[src/source/backend_cfg.svh]
//**************************************************************************
// sizing of the integer back end
// BE_IQ_DEPTH must be a power of two, at least 2
//**************************************************************************
`ifndef BACKEND_CFG_SVH
`define BACKEND_CFG_SVH

// data and pc width
`define BE_XLEN 32

// entries per issue FIFO
`define BE_IQ_DEPTH 4

// reorder buffer holds 2**BE_ROB_AW entries
`define BE_ROB_AW 3

`endif

[src/source/backend_isa_pkg.sv]
//**************************************************************************
// micro-instruction word and its encodings
// bit 31 selects the alu or the branch view of the lower 31 bits
//**************************************************************************
package backend_isa_pkg;

	typedef union packed {
		// bit 11 is spare in the alu view
		struct packed {
			logic               cls;
			logic [2:0]         op;
			logic [4:0]         rd;
			logic [4:0]         rs1;
			logic [4:0]         rs2;
			logic               use_imm;
			logic               rsvd;
			logic signed [10:0] imm;
		} alu;
		struct packed {
			logic               cls;
			logic [2:0]         cond;
			logic [4:0]         rd;
			logic [4:0]         rs1;
			logic [4:0]         rs2;
			logic signed [12:0] off;
		} bru;
	} uop_word_u;

	localparam logic CLS_ALU = 1'b0;
	localparam logic CLS_BRU = 1'b1;

	localparam logic [2:0] ALU_ADD = 3'd0;
	localparam logic [2:0] ALU_SUB = 3'd1;
	localparam logic [2:0] ALU_AND = 3'd2;
	localparam logic [2:0] ALU_OR  = 3'd3;
	localparam logic [2:0] ALU_XOR = 3'd4;
	localparam logic [2:0] ALU_SLL = 3'd5;
	localparam logic [2:0] ALU_SRL = 3'd6;
	localparam logic [2:0] ALU_SLT = 3'd7;

	// jal is always taken and links pc+4
	localparam logic [2:0] BR_BEQ  = 3'd0;
	localparam logic [2:0] BR_BNE  = 3'd1;
	localparam logic [2:0] BR_BLT  = 3'd2;
	localparam logic [2:0] BR_BGE  = 3'd3;
	localparam logic [2:0] BR_BLTU = 3'd4;
	localparam logic [2:0] BR_BGEU = 3'd5;
	localparam logic [2:0] BR_JAL  = 3'd6;

endpackage

[src/source/backend_pipe_pkg.sv]
//**************************************************************************
// pipeline widths derived from the sizing defines
// issue entry is {tag, payload, pc}, pc in the low bits
//**************************************************************************
`include "backend_cfg.svh"

package backend_pipe_pkg;

	localparam int TAG_W = `BE_ROB_AW;

	// uop word without its class bit
	localparam int PAY_W = 31;

	localparam int IQ_W = TAG_W + PAY_W + `BE_XLEN;

	localparam int IQ_PC_LSB  = 0;
	localparam int IQ_PAY_LSB = IQ_PC_LSB + `BE_XLEN;
	localparam int IQ_TAG_LSB = IQ_PAY_LSB + PAY_W;

endpackage

[src/source/uop_dispatch.sv]
//**************************************************************************
// in-order dispatch; one word per cycle, operands wait on the scoreboard
// one bubble after each flush while the front end refills
//**************************************************************************
`timescale 1ns/1ps
`include "backend_cfg.svh"

module uop_dispatch (
	input  logic                               CLK,
	input  logic                               i_arst_n,
	input  backend_isa_pkg::uop_word_u         i_uop,
	input  logic [`BE_XLEN-1:0]                i_uop_pc,
	input  logic                               i_uop_empty,
	input  logic                               i_alu_full,
	input  logic                               i_bru_full,
	input  logic                               i_rob_full,
	input  logic [backend_pipe_pkg::TAG_W-1:0] i_alloc_tag,
	input  logic [31:0]                        i_busy,
	input  logic                               i_flush,
	output logic                               o_uop_pop,
	output logic                               o_alu_push,
	output logic                               o_bru_push,
	output logic [backend_pipe_pkg::IQ_W-1:0]  o_iq_data,
	output logic                               o_rob_alloc,
	output logic [4:0]                         o_alloc_rd,
	output logic                               o_alloc_is_branch
);

	import backend_isa_pkg::*;
	import backend_pipe_pkg::*;

	logic        is_bru;
	logic [4:0]  rd;
	logic [4:0]  rs1;
	logic [4:0]  rs2;
	logic        use_rs1;
	logic        use_rs2;
	logic [31:0] busy;
	logic        hazard;
	logic        room;
	logic        flush_q;

	always_comb begin
		is_bru = (i_uop.alu.cls == CLS_BRU);
		if (is_bru) begin
			rs1     = i_uop.bru.rs1;
			rs2     = i_uop.bru.rs2;
			use_rs1 = (i_uop.bru.cond != BR_JAL);
			use_rs2 = use_rs1;
			// only jal writes a register
			rd      = use_rs1 ? 5'd0 : i_uop.bru.rd;
		end else begin
			rs1     = i_uop.alu.rs1;
			rs2     = i_uop.alu.rs2;
			use_rs1 = 1'b1;
			use_rs2 = ~i_uop.alu.use_imm;
			rd      = i_uop.alu.rd;
		end
	end

	// x0 never blocks
	assign busy   = {i_busy[31:1], 1'b0};
	// raw on sources, waw on the destination
	assign hazard = (use_rs1 & busy[rs1]) | (use_rs2 & busy[rs2]) | busy[rd];
	assign room   = is_bru ? ~i_bru_full : ~i_alu_full;

	always_ff @(posedge CLK or negedge i_arst_n) begin
		if (!i_arst_n)
			flush_q <= 1'b0;
		else
			flush_q <= i_flush;
	end

	assign o_uop_pop = ~i_uop_empty & room & ~i_rob_full & ~hazard & ~i_flush & ~flush_q;
	assign o_alu_push = o_uop_pop & ~is_bru;
	assign o_bru_push = o_uop_pop & is_bru;

	assign o_rob_alloc       = o_uop_pop;
	assign o_alloc_rd        = rd;
	assign o_alloc_is_branch = is_bru;

	always_comb begin
		o_iq_data = '0;
		o_iq_data[IQ_TAG_LSB +: TAG_W]    = i_alloc_tag;
		o_iq_data[IQ_PAY_LSB +: PAY_W]    = i_uop[PAY_W-1:0];
		o_iq_data[IQ_PC_LSB +: `BE_XLEN] = i_uop_pc;
	end

endmodule

[config.mk]
export PLATFORM = sky130hd
export DESIGN_NAME = uop_dispatch
export DESIGN_NICKNAME = d
export VERILOG_FILES = /design/src/source/backend_isa_pkg.sv /design/src/source/backend_pipe_pkg.sv /design/src/source/uop_dispatch.sv
export VERILOG_INCLUDE_DIRS = /design/src /design/src/source
export SDC_FILE = /design/constraint.sdc
export NUM_CORES = 1
export LEC_CHECK = 0
export BUFFER_PORTS_ARGS = -buffer_cell sky130_fd_sc_hd__buf_2
export CAP_MARGIN = 20
export CORE_AREA = 2 2 70 72
export CTS_CLUSTER_DIAMETER = 120
export DETAILED_ROUTE_END_ITERATION = 8
export DIE_AREA = 0 0 72 74
export PLACE_DENSITY = 0.82
export SYNTH_ARGS = -nofsm -noshare
export SYNTH_HDL_FRONTEND = slang
export SYNTH_SLANG_ARGS = --single-unit
[constraint.sdc]
create_clock -name CLK -period 4.2 [get_ports CLK]
set_input_delay 0.63 -clock CLK [delete_from_list [all_inputs] [get_ports CLK]]
set_output_delay 0.63 -clock CLK [all_outputs]
set_load 0.01 [all_outputs]
==> tab_implementation.tex <==
\begin{tabular}{lr}
\hline
Metric & Value \\
\hline
\multicolumn{2}{l}{\textbf{Status}} \\
Run status & completed \\
\multicolumn{2}{l}{\textbf{Clock network}} \\
Worst-path clk slew & 0 ps \\
Number of post-CTS setup repair buffers & 0 \\
CTS hold repair buffers & 0 \\
Cts repair resizes & 0 \\
\multicolumn{2}{l}{\textbf{Drt}} \\
Wire length on met2 & 1990 um \\
Post-DR wirelength/cell & 16.6 um \\
Drt total wl & 3900 um \\
Post-route ant nets & 0 \\
Count of unresolved DRC violations after routing & 0 \\
Detailed-routing iteration count for the pre-antenna-repair pass & 4 \\
DR vias & 1302 \\
Uppermost metal layer occupied by signal nets & met4 \\
Routed length on met3 & 253 um \\
Ratio of routed vias to standard cells & 5.54 \\
First DRT Iteration DRCs & 62 \\
Routed length on met1 & 1570 um \\
\multicolumn{2}{l}{\textbf{Timing}} \\
Setup Total Neg Slack & 0 ps \\
Worst slew margin relative to its limit & 72.6\% \\
Setup repair after global routing missed its margin & false \\
Final setup vio count & 0 \\
Maximum clock rate & 295 MHz \\
Worst slack on hold paths & 406 ps \\
Slew @ Worst Pin & 410 ps \\
Final period utilization & 80.7\% \\
Minimum clock period after layout & 3390 ps \\
Final hold vios & 0 \\
Max-slew violation total from the final report & 0 \\
\multicolumn{2}{l}{\textbf{Global routing}} \\
Maximum number of pins on one net before global-route repair & 18 \\
Number of global-route vias before repair & 1193 \\
Global-route wire length before repair & 5820 um \\
Antenna violations before repair & 0 \\
Total GRT Usage & 13.6\% \\
Global-route congestion overflow total & 0 \\
\multicolumn{2}{l}{\textbf{Worst setup path}} \\
Setup CP Type & in2out \\
Critical path startpoint category & input pin \\
Endpoint of the worst setup timing path & o\_uop\_pop \\
Critical Path RT & 3570 ps \\
Maximum fanout along the worst path & 12 \\
Arrival time of the worst setup path & 2760 ps \\
Start point of the critical path & i\_uop[19] \\
Critical Path End Type & output port \\
\multicolumn{2}{l}{\textbf{Die}} \\
Initial core utilization & 33.4\% \\
Count of pins on the block boundary & 182 \\
Die ar. & 5330 um2 \\
Area inside the core boundary & 4600 um2 \\
Horizontal extent of the die & 72 um \\
Die span in y & 74 um \\
Standard-cell row count & 25 \\
\multicolumn{2}{l}{\textbf{Cells and area}} \\
Largest register FFs & 1 \\
Share of layout cells above drive strength 1 & 55.8\% \\
P\&R area growth vs syn & -4.23\% \\
Most common cell after layout, fill and taps aside & buf\_2 \\
Layout Utilization & 32.0\% \\
Most flops, register & flush\_q \\
Registers with the most flip-flops & flush\_q x1 \\
Antenna diode count & 0 \\
Fill cell total of the finished layout & 480 \\
Total Nets Final & 289 \\
Commonest cells after routing, fill and taps aside & buf\_2, mux2i\_1, mux4\_2 \\
\multicolumn{2}{l}{\textbf{Yosys}} \\
Most area-hungry cell type in the Yosys netlist & buf\_4 \\
Top post-synthesis cells by area & buf\_4, mux4\_2, mux2i\_1 \\
Average instance area after synthesis & 8.93 um2 \\
Instance count of the mapped netlist & 172 \\
Synthesized net count & 278 \\
Yosys warning count & 0 \\
Synth Cell Area & 1540 um2 \\
Sequential fraction of the synthesis area & 1.63\% \\
Share of Yosys cell area claimed by the top area cell type & 33.2\% \\
Post-synthesis sequential element count & 1 \\
Unique masters post-synth & 42 \\
\multicolumn{2}{l}{\textbf{Place}} \\
Number of buffers inserted by port buffering & 86 \\
Estimated wirelength of the detail-placed design & 3320 um \\
Last weighted congestion value of the routability-driven placer & 0.859 \\
\multicolumn{2}{l}{\textbf{Power}} \\
Static leakage & 0.708 nW \\
VDD IR-drop max & 50.9 uV \\
PwrDens & 107 nW/um2 \\
\multicolumn{2}{l}{\textbf{Flow run}} \\
MaxCap Viol Count & 0 \\
\multicolumn{2}{l}{\textbf{Hold path}} \\
Hold Crit Class & in2async \\
\hline
\end{tabular}
==> Yosys cell counts <==
master,instances
a2111o_1,1
a211o_1,1
a211oi_1,3
a21oi_1,5
a221oi_1,1
a311o_1,1
a311oi_1,1
a31oi_1,2
a41o_1,1
and2_1,4
and2b_2,1
and3_1,1
buf_2,3
buf_4,68
buf_6,2
clkbuf_1,4
dfrtp_1,1
inv_1,4
mux2_1,1
mux2_2,1
mux2i_1,15
mux4_1,5
mux4_2,11
nand2_1,3
nand2b_1,1
nand3_1,3
nand3b_1,3
nor2_1,5
nor2b_1,2
nor3_1,2
nor3b_1,2
nor4_1,3
nor4b_2,1
nor4bb_1,1
o2111ai_1,1
o21ai_0,2
o22ai_1,1
o2bb2ai_1,1
o311a_1,1
o31a_1,1
or3_1,1
or4b_2,1
==> power by group <==
part | internal, W | leakage [nW] | switching, W
registers | 0.0000103 | 0.0117 | 0.000000151
clock network | 0 | 0 | 0
logic | 0.0000757 | 0.697 | 0.0000718
total | 0.0000860 | 0.708 | 0.0000719
==> critical path: stages <==
cell	delay, ps
buf_2	270
mux4_1	590
mux2i_1	160
nor2b_1	60
o311a_1	280
a41o_1	270
nor4_1	320
buf_2	190
==> logic make-up after synthesis <==
group	synth area share (%)
DFF	1.63
muxes	35.9
AOI/OAI and AO/OA	11.1
and+or+nand+nor	13.8
buffers and inverters	37.6
==> layer usage <==
metal  GRT usage [%]  up-vias
met5               0        -
met3            1.22       20
met1            16.4      609
li1                -      597
met2            26.0       76
met4            3.56        0
==> through the flow <==
stage / cell area (um2) / cells / setup slack, ps / total power (W)
after floorplan: 1540 / 172 / 845 / 0.000157
after detailed placement: 1470 / 235 / 799 / 0.000158
after CTS: 1470 / 235 / 790 / 0.000159
after global routing: 1470 / 235 / 608 / 0.000171
final: 1470 / 235 / 809 / 0.000158
after global placement: 1470 / 235 / 786 / 0.000155
==> final cells by class <==
class                           instances  area [um2]  share of cell area, %
Timing Repair Buffer                   86         430                   29.3
Tap cell                               54        67.6                   4.59
Multi-Input combinational cell         90         933                   63.4
Inverter                                4        15.0                   1.02
Sequential cell                         1        25.0                   1.70
==> worst min-delay path by stage <==
stage                         end  slack [ps]  cells after the start      from
after floorplan           flush_q         330                      0  i_arst_n
after global placement    flush_q         410                      1  i_arst_n
after detailed placement  flush_q         410                      1  i_arst_n
after CTS                 flush_q         410                      1  i_arst_n
after global routing      flush_q         410                      1  i_arst_n
final                     flush_q         410                      1  i_arst_n
(Power assumes the default switching activity.)
