$ cat src/source/backend_cfg.svh
//**************************************************************************
// sizing of the integer back end
// BE_IQ_DEPTH must be a power of two, at least 2
//**************************************************************************
`ifndef BACKEND_CFG_SVH
`define BACKEND_CFG_SVH

// data and pc width
`define BE_XLEN 32

// entries per issue FIFO
`define BE_IQ_DEPTH 4

// reorder buffer holds 2**BE_ROB_AW entries
`define BE_ROB_AW 3

`endif

$ cat src/source/backend_pipe_pkg.sv
//**************************************************************************
// pipeline widths derived from the sizing defines
// issue entry is {tag, payload, pc}, pc in the low bits
//**************************************************************************
`include "backend_cfg.svh"

package backend_pipe_pkg;

	localparam int TAG_W = `BE_ROB_AW;

	// uop word without its class bit
	localparam int PAY_W = 31;

	localparam int IQ_W = TAG_W + PAY_W + `BE_XLEN;

	localparam int IQ_PC_LSB  = 0;
	localparam int IQ_PAY_LSB = IQ_PC_LSB + `BE_XLEN;
	localparam int IQ_TAG_LSB = IQ_PAY_LSB + PAY_W;

endpackage

$ cat src/source/reg_commit.sv
//**************************************************************************
// reorder buffer, register file and scoreboard; retires one per cycle
// a retiring taken branch flushes everything younger than itself
//**************************************************************************
`timescale 1ns/1ps
`include "backend_cfg.svh"

module reg_commit (
	input  logic                               CLK,
	input  logic                               i_arst_n,
	input  logic                               i_rob_alloc,
	input  logic [4:0]                         i_alloc_rd,
	input  logic                               i_alloc_is_branch,
	input  logic [4:0]                         i_rd_addr_a,
	input  logic [4:0]                         i_rd_addr_b,
	input  logic [4:0]                         i_rd_addr_c,
	input  logic [4:0]                         i_rd_addr_d,
	input  logic                               i_alu_wb_valid,
	input  logic [backend_pipe_pkg::TAG_W-1:0] i_alu_wb_tag,
	input  logic [`BE_XLEN-1:0]                i_alu_wb_data,
	input  logic                               i_bru_wb_valid,
	input  logic [backend_pipe_pkg::TAG_W-1:0] i_bru_wb_tag,
	input  logic [`BE_XLEN-1:0]                i_bru_wb_data,
	input  logic                               i_bru_taken,
	input  logic [`BE_XLEN-1:0]                i_bru_target,
	output logic                               o_rob_full,
	output logic [backend_pipe_pkg::TAG_W-1:0] o_alloc_tag,
	output logic [31:0]                        o_busy,
	output logic [`BE_XLEN-1:0]                o_rdata_a,
	output logic [`BE_XLEN-1:0]                o_rdata_b,
	output logic [`BE_XLEN-1:0]                o_rdata_c,
	output logic [`BE_XLEN-1:0]                o_rdata_d,
	output logic                               o_commit_valid,
	output logic [4:0]                         o_commit_rd,
	output logic [`BE_XLEN-1:0]                o_commit_data,
	output logic                               o_flush,
	output logic [`BE_XLEN-1:0]                o_redirect_pc
);

	import backend_pipe_pkg::*;

	localparam int DEPTH = 1 << TAG_W;

	logic [TAG_W:0]      head;
	logic [TAG_W:0]      tail;
	logic [TAG_W-1:0]    head_idx;
	logic [DEPTH-1:0]    done;
	logic [DEPTH-1:0]    rob_br;
	logic [DEPTH-1:0]    rob_taken;
	logic [4:0]          rob_rd [DEPTH];
	logic [`BE_XLEN-1:0] rob_res [DEPTH];
	logic [`BE_XLEN-1:0] rob_tgt [DEPTH];
	logic [`BE_XLEN-1:0] regs [32];

	assign head_idx    = head[TAG_W-1:0];
	assign o_alloc_tag = tail[TAG_W-1:0];
	assign o_rob_full  = (head[TAG_W-1:0] == tail[TAG_W-1:0]) && (head[TAG_W] != tail[TAG_W]);

	assign o_commit_valid = (head != tail) & done[head_idx];
	assign o_commit_rd    = rob_rd[head_idx];
	// x0 retires as zero
	assign o_commit_data  = (o_commit_rd == 5'd0) ? '0 : rob_res[head_idx];
	assign o_flush        = o_commit_valid & rob_br[head_idx] & rob_taken[head_idx];
	assign o_redirect_pc  = rob_tgt[head_idx];

	always_ff @(posedge CLK or negedge i_arst_n) begin
		if (!i_arst_n) begin
			head <= '0;
			tail <= '0;
			done <= '0;
		end else if (o_flush) begin
			head <= '0;
			tail <= '0;
			done <= '0;
		end else begin
			if (i_rob_alloc)
				tail <= tail + 1'b1;
			if (i_alu_wb_valid)
				done[i_alu_wb_tag] <= 1'b1;
			if (i_bru_wb_valid)
				done[i_bru_wb_tag] <= 1'b1;
			if (o_commit_valid) begin
				head           <= head + 1'b1;
				done[head_idx] <= 1'b0;
			end
		end
	end

	always_ff @(posedge CLK) begin
		if (i_rob_alloc) begin
			rob_rd[o_alloc_tag] <= i_alloc_rd;
			rob_br[o_alloc_tag] <= i_alloc_is_branch;
		end
		if (i_alu_wb_valid)
			rob_res[i_alu_wb_tag] <= i_alu_wb_data;
		if (i_bru_wb_valid) begin
			rob_res[i_bru_wb_tag]   <= i_bru_wb_data;
			rob_taken[i_bru_wb_tag] <= i_bru_taken;
			rob_tgt[i_bru_wb_tag]   <= i_bru_target;
		end
	end

	// the retiring branch itself still writes its link
	always_ff @(posedge CLK or negedge i_arst_n) begin
		if (!i_arst_n) begin
			for (int i = 0; i < 32; i++)
				regs[i] <= '0;
		end else if (o_commit_valid && o_commit_rd != 5'd0) begin
			regs[o_commit_rd] <= o_commit_data;
		end
	end

	always_ff @(posedge CLK or negedge i_arst_n) begin
		if (!i_arst_n) begin
			o_busy <= '0;
		end else if (o_flush) begin
			o_busy <= '0;
		end else begin
			if (o_commit_valid)
				o_busy[o_commit_rd] <= 1'b0;
			if (i_rob_alloc && i_alloc_rd != 5'd0)
				o_busy[i_alloc_rd] <= 1'b1;
		end
	end

	assign o_rdata_a = regs[i_rd_addr_a];
	assign o_rdata_b = regs[i_rd_addr_b];
	assign o_rdata_c = regs[i_rd_addr_c];
	assign o_rdata_d = regs[i_rd_addr_d];

endmodule

$ cat config.mk
export PLATFORM = sky130hd
export DESIGN_NAME = reg_commit
export DESIGN_NICKNAME = d
export VERILOG_FILES = /design/src/source/backend_pipe_pkg.sv /design/src/source/reg_commit.sv
export VERILOG_INCLUDE_DIRS = /design/src /design/src/source
export SDC_FILE = /design/constraint.sdc
export NUM_CORES = 2
export LEC_CHECK = 0
export BUFFER_PORTS_ARGS = -buffer_cell sky130_fd_sc_hd__buf_2
export CAP_MARGIN = 30
export CORE_MARGIN = 2
export CORE_UTILIZATION = 50
export CTS_BUF_LIST = sky130_fd_sc_hd__clkbuf_4 sky130_fd_sc_hd__clkbuf_8
export CTS_CLUSTER_DIAMETER = 150
export DETAILED_ROUTE_END_ITERATION = 6
export GPL_ROUTABILITY_DRIVEN = 1
export GPL_TIMING_DRIVEN = 0
export PLACE_DENSITY = 0.77
export REMOVE_ABC_BUFFERS = 1
export SYNTH_ARGS = -nofsm -noshare
export SYNTH_HDL_FRONTEND = slang
export SYNTH_SLANG_ARGS = --single-unit
export TNS_END_PERCENT = 100
$ cat constraint.sdc
create_clock -name CLK -period 3.1 [get_ports CLK]
set_input_delay 0.465 -clock CLK [delete_from_list [all_inputs] [get_ports CLK]]
set_output_delay 0.465 -clock CLK [all_outputs]
set_load 0.02 [all_outputs]
==> flow_metrics.py <==
metrics = {
    "detailed_routing": {
        "firstDrtPassIters": 6,
        "ant_nets": 0,
        "wl_per_cell_microns": 38.3,
        "wl_microns": 365000,
        "remaining_drc_errors": 0,
        "via_per_inst": 7.36,
        "vias": 70100,
        "drtIter0Drc": 11600,
    },
    "logic_synthesis": {
        "syn-cell-area_sq_um": 96200,
        "yosys_warnings": 0,
        "syn_inst": 5954,
        "ys_ff_latch": 1640,
        "yosysUniqueCellTypes": 67,
        "synthFlopType": "dfrtp_1",
        "synth_edf_count": 568,
        "synth_top_area_cell": "mux4_2",
        "synth_seq_area_share_pct": 45.6,
        "avgSynthCellArea_sq_um": 16.2,
        "synthArstFlopShare_pct": 65.4,
        "synth_area_leaders": "mux4_2, dfrtp_1, edfxtp_1, mux2_2, nand2_1",
        "netlist.area_leader.share_pct": 30.2,
    },
    "worst_setup_path": {
        "crit_chain": "buf_12 -> buf_16 -> nand2b_4 -> o221a_4 -> o22ai_4 -> buf_6 -> nor3_4 -> buf_6 -> buf_12 -> buf_16 -> a21boi_4 -> buf_6",
        "crit_top_cell": "buf_6",
        "required_ns": 2.63,
        "startpoint_type": "flip-flop",
        "critPathBufInv": 7,
        "reg2reg_slack_ns": -0.37,
        "critical_path_arrival_ns": 3.64,
        "r2r_start": "head[2]",
        "criticalPathCategory": "reg -> out",
        "r2r_cells": 11,
        "setup.worst_path.end_class": "output port",
        "cpLargestDelayFamily": "buffers and inverters",
        "crit_path_max_incr_delay_ns": 0.54,
        "slowest_stage": "dfrtp_4",
        "path_max_fanout": 8,
        "r2r_end": "regs[100]",
    },
    "power_and_ir_drop": {
        "leakage_nw": 48.5,
        "ir_drop_v": 0.000738,
        "p_total_mw": 113,
        "powerDensity_nw_per_um2": 937,
    },
    "die": {
        "initial_utilization_pct": 50.2,
        "die_area_sq_um": 196000,
        "io_pins": 369,
        "core_sq_um": 192000,
        "die_x_microns": 443,
        "rows": 161,
        "die_y_microns": 443,
    },
    "clock_network": {
        "cts_buffers": 299,
        "clk_path_buf_depth": 4,
        "htreeDepth": 5,
        "cts_tree": "yes",
        "clk-insertion-delay-late_ns": 1.11,
        "clk_pin_slew_ns": 0.06,
        "cts_sinks": 1640,
        "ctsRootBufferMaster": "clkbuf_8",
    },
    "worst_hold_path": {
        "hold_start": "i_bru_wb_valid",
        "holdPathEnd": "rob_res[6][7]",
        "hold_path_class": "in -> reg",
        "hold_path_depth": 5,
    },
    "grt": {
        "grt_pass1_vias": 68600,
        "grt_use_total_pct": 34.9,
        "grt_antenna_before_repair": 19,
        "overflow": 0,
        "grt_max_degree": 174,
        "grt_pass1_wl_microns": 494000,
    },
    "placement": {
        "port_buffers": 368,
        "dp_cells": 8386,
        "place_congestion": 0.815,
        "dp_hpwl_microns": 189000,
    },
    "timing": {
        "finalMaxSlewViolations": 0,
        "slew_headroom_pct": 31.1,
        "clock.fmax_mhz": 244,
        "rsz0062_at_grt": "yes",
        "hold_viol_final": 0,
        "setup_ws_ns": -1.00,
        "worstMarginPinSlew_ns": 1.03,
        "fin_crit_ns": 4.10,
        "setup_viol_count_final": 1058,
        "fin_skew_ns": 0.0831,
        "period_share_pct": 132,
    },
    "flow_run": {
        "drv_cap": 0,
    },
    "outcome": {
        "violations": "setup timing",
        "status": "complete, but fails checks",
    },
    "final_layout": {
        "layout-drive-gt1-share_pct": 62.4,
        "area_delta_synth_final_pct": 25.3,
        "fin_cells": 9519,
        "nets": 6903,
        "fill_cells": 12700,
    },
}
-- stage by stage --
stage / util (%) / cell area, sq um / hold WS, ns / worst slack (ns) / TNS, ns
after global routing: 62.8 / 120000 / 0.0832 / -1.01 / -282.77
final: 62.8 / 121000 / 0.0682 / -1.00 / -260.60
after detailed placement: 53.8 / 103000 / 0.421 / -2.10 / -1575.92
after global placement: 51.3 / 98400 / 0.408 / -21.46 / -
after CTS: 61.0 / 117000 / 0.0247 / -0.989 / -222.91
after floorplan: - / 93400 / 0.169 / -3.32 / -3490.32
-- cell families (layout without fill, tap and decap cells) --
group / count (synthesis) / after routing / share of synthesized area (%)
multiplexers: 2611 / 2611 / 45.7
flip-flops: 1640 / 1640 / 45.6
buffers and inverters: 677 / 1685 / 3.02
AND/OR/NAND/NOR: 651 / 656 / 2.91
AO/OA/AOI/OAI: 367 / 371 / 2.71
XOR/XNOR: 6 / 6 / 0.0546
adder cells (fa/ha/maj): 2 / 2 / 0.0260
other: 0 / 22 / 0
-- Yosys cell counts, types with 7 or more instances --
cell      instances
nand2_1         446
a221oi_1         18
mux2_1           19
mux2i_1          18
or2_1            12
a21oi_1          49
nand3_1          22
a22oi_1         106
a31o_2            8
o21ai_0          34
mux4_2         1292
edfxtp_1        568
clkbuf_1        400
and3_1           11
nor3_1           10
buf_4            32
buf_1           118
dfrtp_1        1072
o221ai_1         37
buf_2            94
nor2_1           70
inv_1            11
nand4_1          24
a211oi_1          7
nand2b_1         15
buf_6            16
a22o_1           10
o22ai_1          45
a21boi_0         29
mux2_2         1280
-- cells in the final DEF (no fill, tap or decap), drive strengths merged, types with 6 or more instances in the layout --
| cell type | synthesis | routed |
|---|---|---|
| and3b | 5 | 6 |
| dlygate4sd3 | 0 | 140 |
| a211oi | 7 | 7 |
| nand2 | 447 | 447 |
| edfxtp | 568 | 568 |
| a31o | 8 | 8 |
| a221oi | 18 | 18 |
| nand4 | 24 | 24 |
| nor3 | 10 | 10 |
| nor2 | 74 | 74 |
| buf | 260 | 969 |
| a2bb2oi | 6 | 7 |
| clkinvlp | 0 | 8 |
| o22ai | 45 | 45 |
| clkinv | 1 | 37 |
| inv | 14 | 14 |
| nand2b | 15 | 16 |
| or2 | 19 | 20 |
| o221ai | 37 | 37 |
| a21oi | 49 | 51 |
| diode | 0 | 22 |
| nor3b | 7 | 7 |
| mux4 | 1293 | 1293 |
| mux2i | 19 | 19 |
| a22oi | 106 | 106 |
| clkbuf | 402 | 491 |
| o21ai | 35 | 35 |
| bufbuf | 0 | 14 |
| mux2 | 1299 | 1299 |
| a22o | 10 | 10 |
| nand3 | 24 | 24 |
| a21boi | 32 | 32 |
| and3 | 11 | 12 |
| dfrtp | 1072 | 1072 |
| bufinv | 0 | 12 |
-- routing by layer --
metal,track usage (%),vias to the layer above,part of all wire [%]
met5,0,-,0.011
met2,52.3,6395,45
met4,23.1,6,8.4
met1,43.3,36100,32
met3,11.9,1654,15
li1,-,26000,-
-- what timing repair did --
action,4_1_cts,5_1_grt
pin swaps,91,56
hold endpoints to repair,907,0
gates cloned,54,52
gates resized for setup,543,416
hold buffers,141,0
buffers inserted,243,132
setup endpoints to repair,1238,1158
-- tightest hold or removal path: stages --
cell      delay (ns)
buf_2           0.12
nand4b_1        0.12
buf_8           0.19
nand2_1         0.07
nand2_1         0.06
-- power breakdown --
part | switching, mW | total, mW | internal, mW
logic | 25.3 | 54.8 | 29.6
clock network | 9.58 | 22.1 | 12.5
registers | 7.11 | 35.9 | 28.8
-- worst max path at each step --
stage / start / endpoint / cells after the start
after floorplan: i_bru_wb_tag[0] / rob_res[0][0] / 3
after global placement: i_arst_n / regs[525] / 1
after detailed placement: head[1] / o_flush / 6
after CTS: head[1] / o_commit_data[8] / 12
after global routing: head[0] / o_commit_data[21] / 10
final: head[1] / o_commit_data[21] / 12
-- area by class of cell --
class / instances / area (sq um) / area share, %
multi-input combinational: 3646 / 52000 / 43.1
clock inverter: 55 / 589 / 0.489
tap: 2526 / 3160 / 2.62
timing repair buffer: 1164 / 15100 / 12.5
clock buffer: 450 / 5630 / 4.67
antenna: 22 / 55.1 / 0.0457
timing repair inverter: 1 / 8.76 / 0.00727
sequential: 1640 / 43900 / 36.4
inverter: 15 / 111 / 0.0924
-- registers in the layout, indices dropped and copies added, names as in the netlist, 8 cells and up --
name	cells
done	8
rob_rd	40
regs	1024
rob_taken	8
rob_br	8
rob_res	256
rob_tgt	256
o_busy	32
Note: power is estimated with default switching activity, not from simulation.
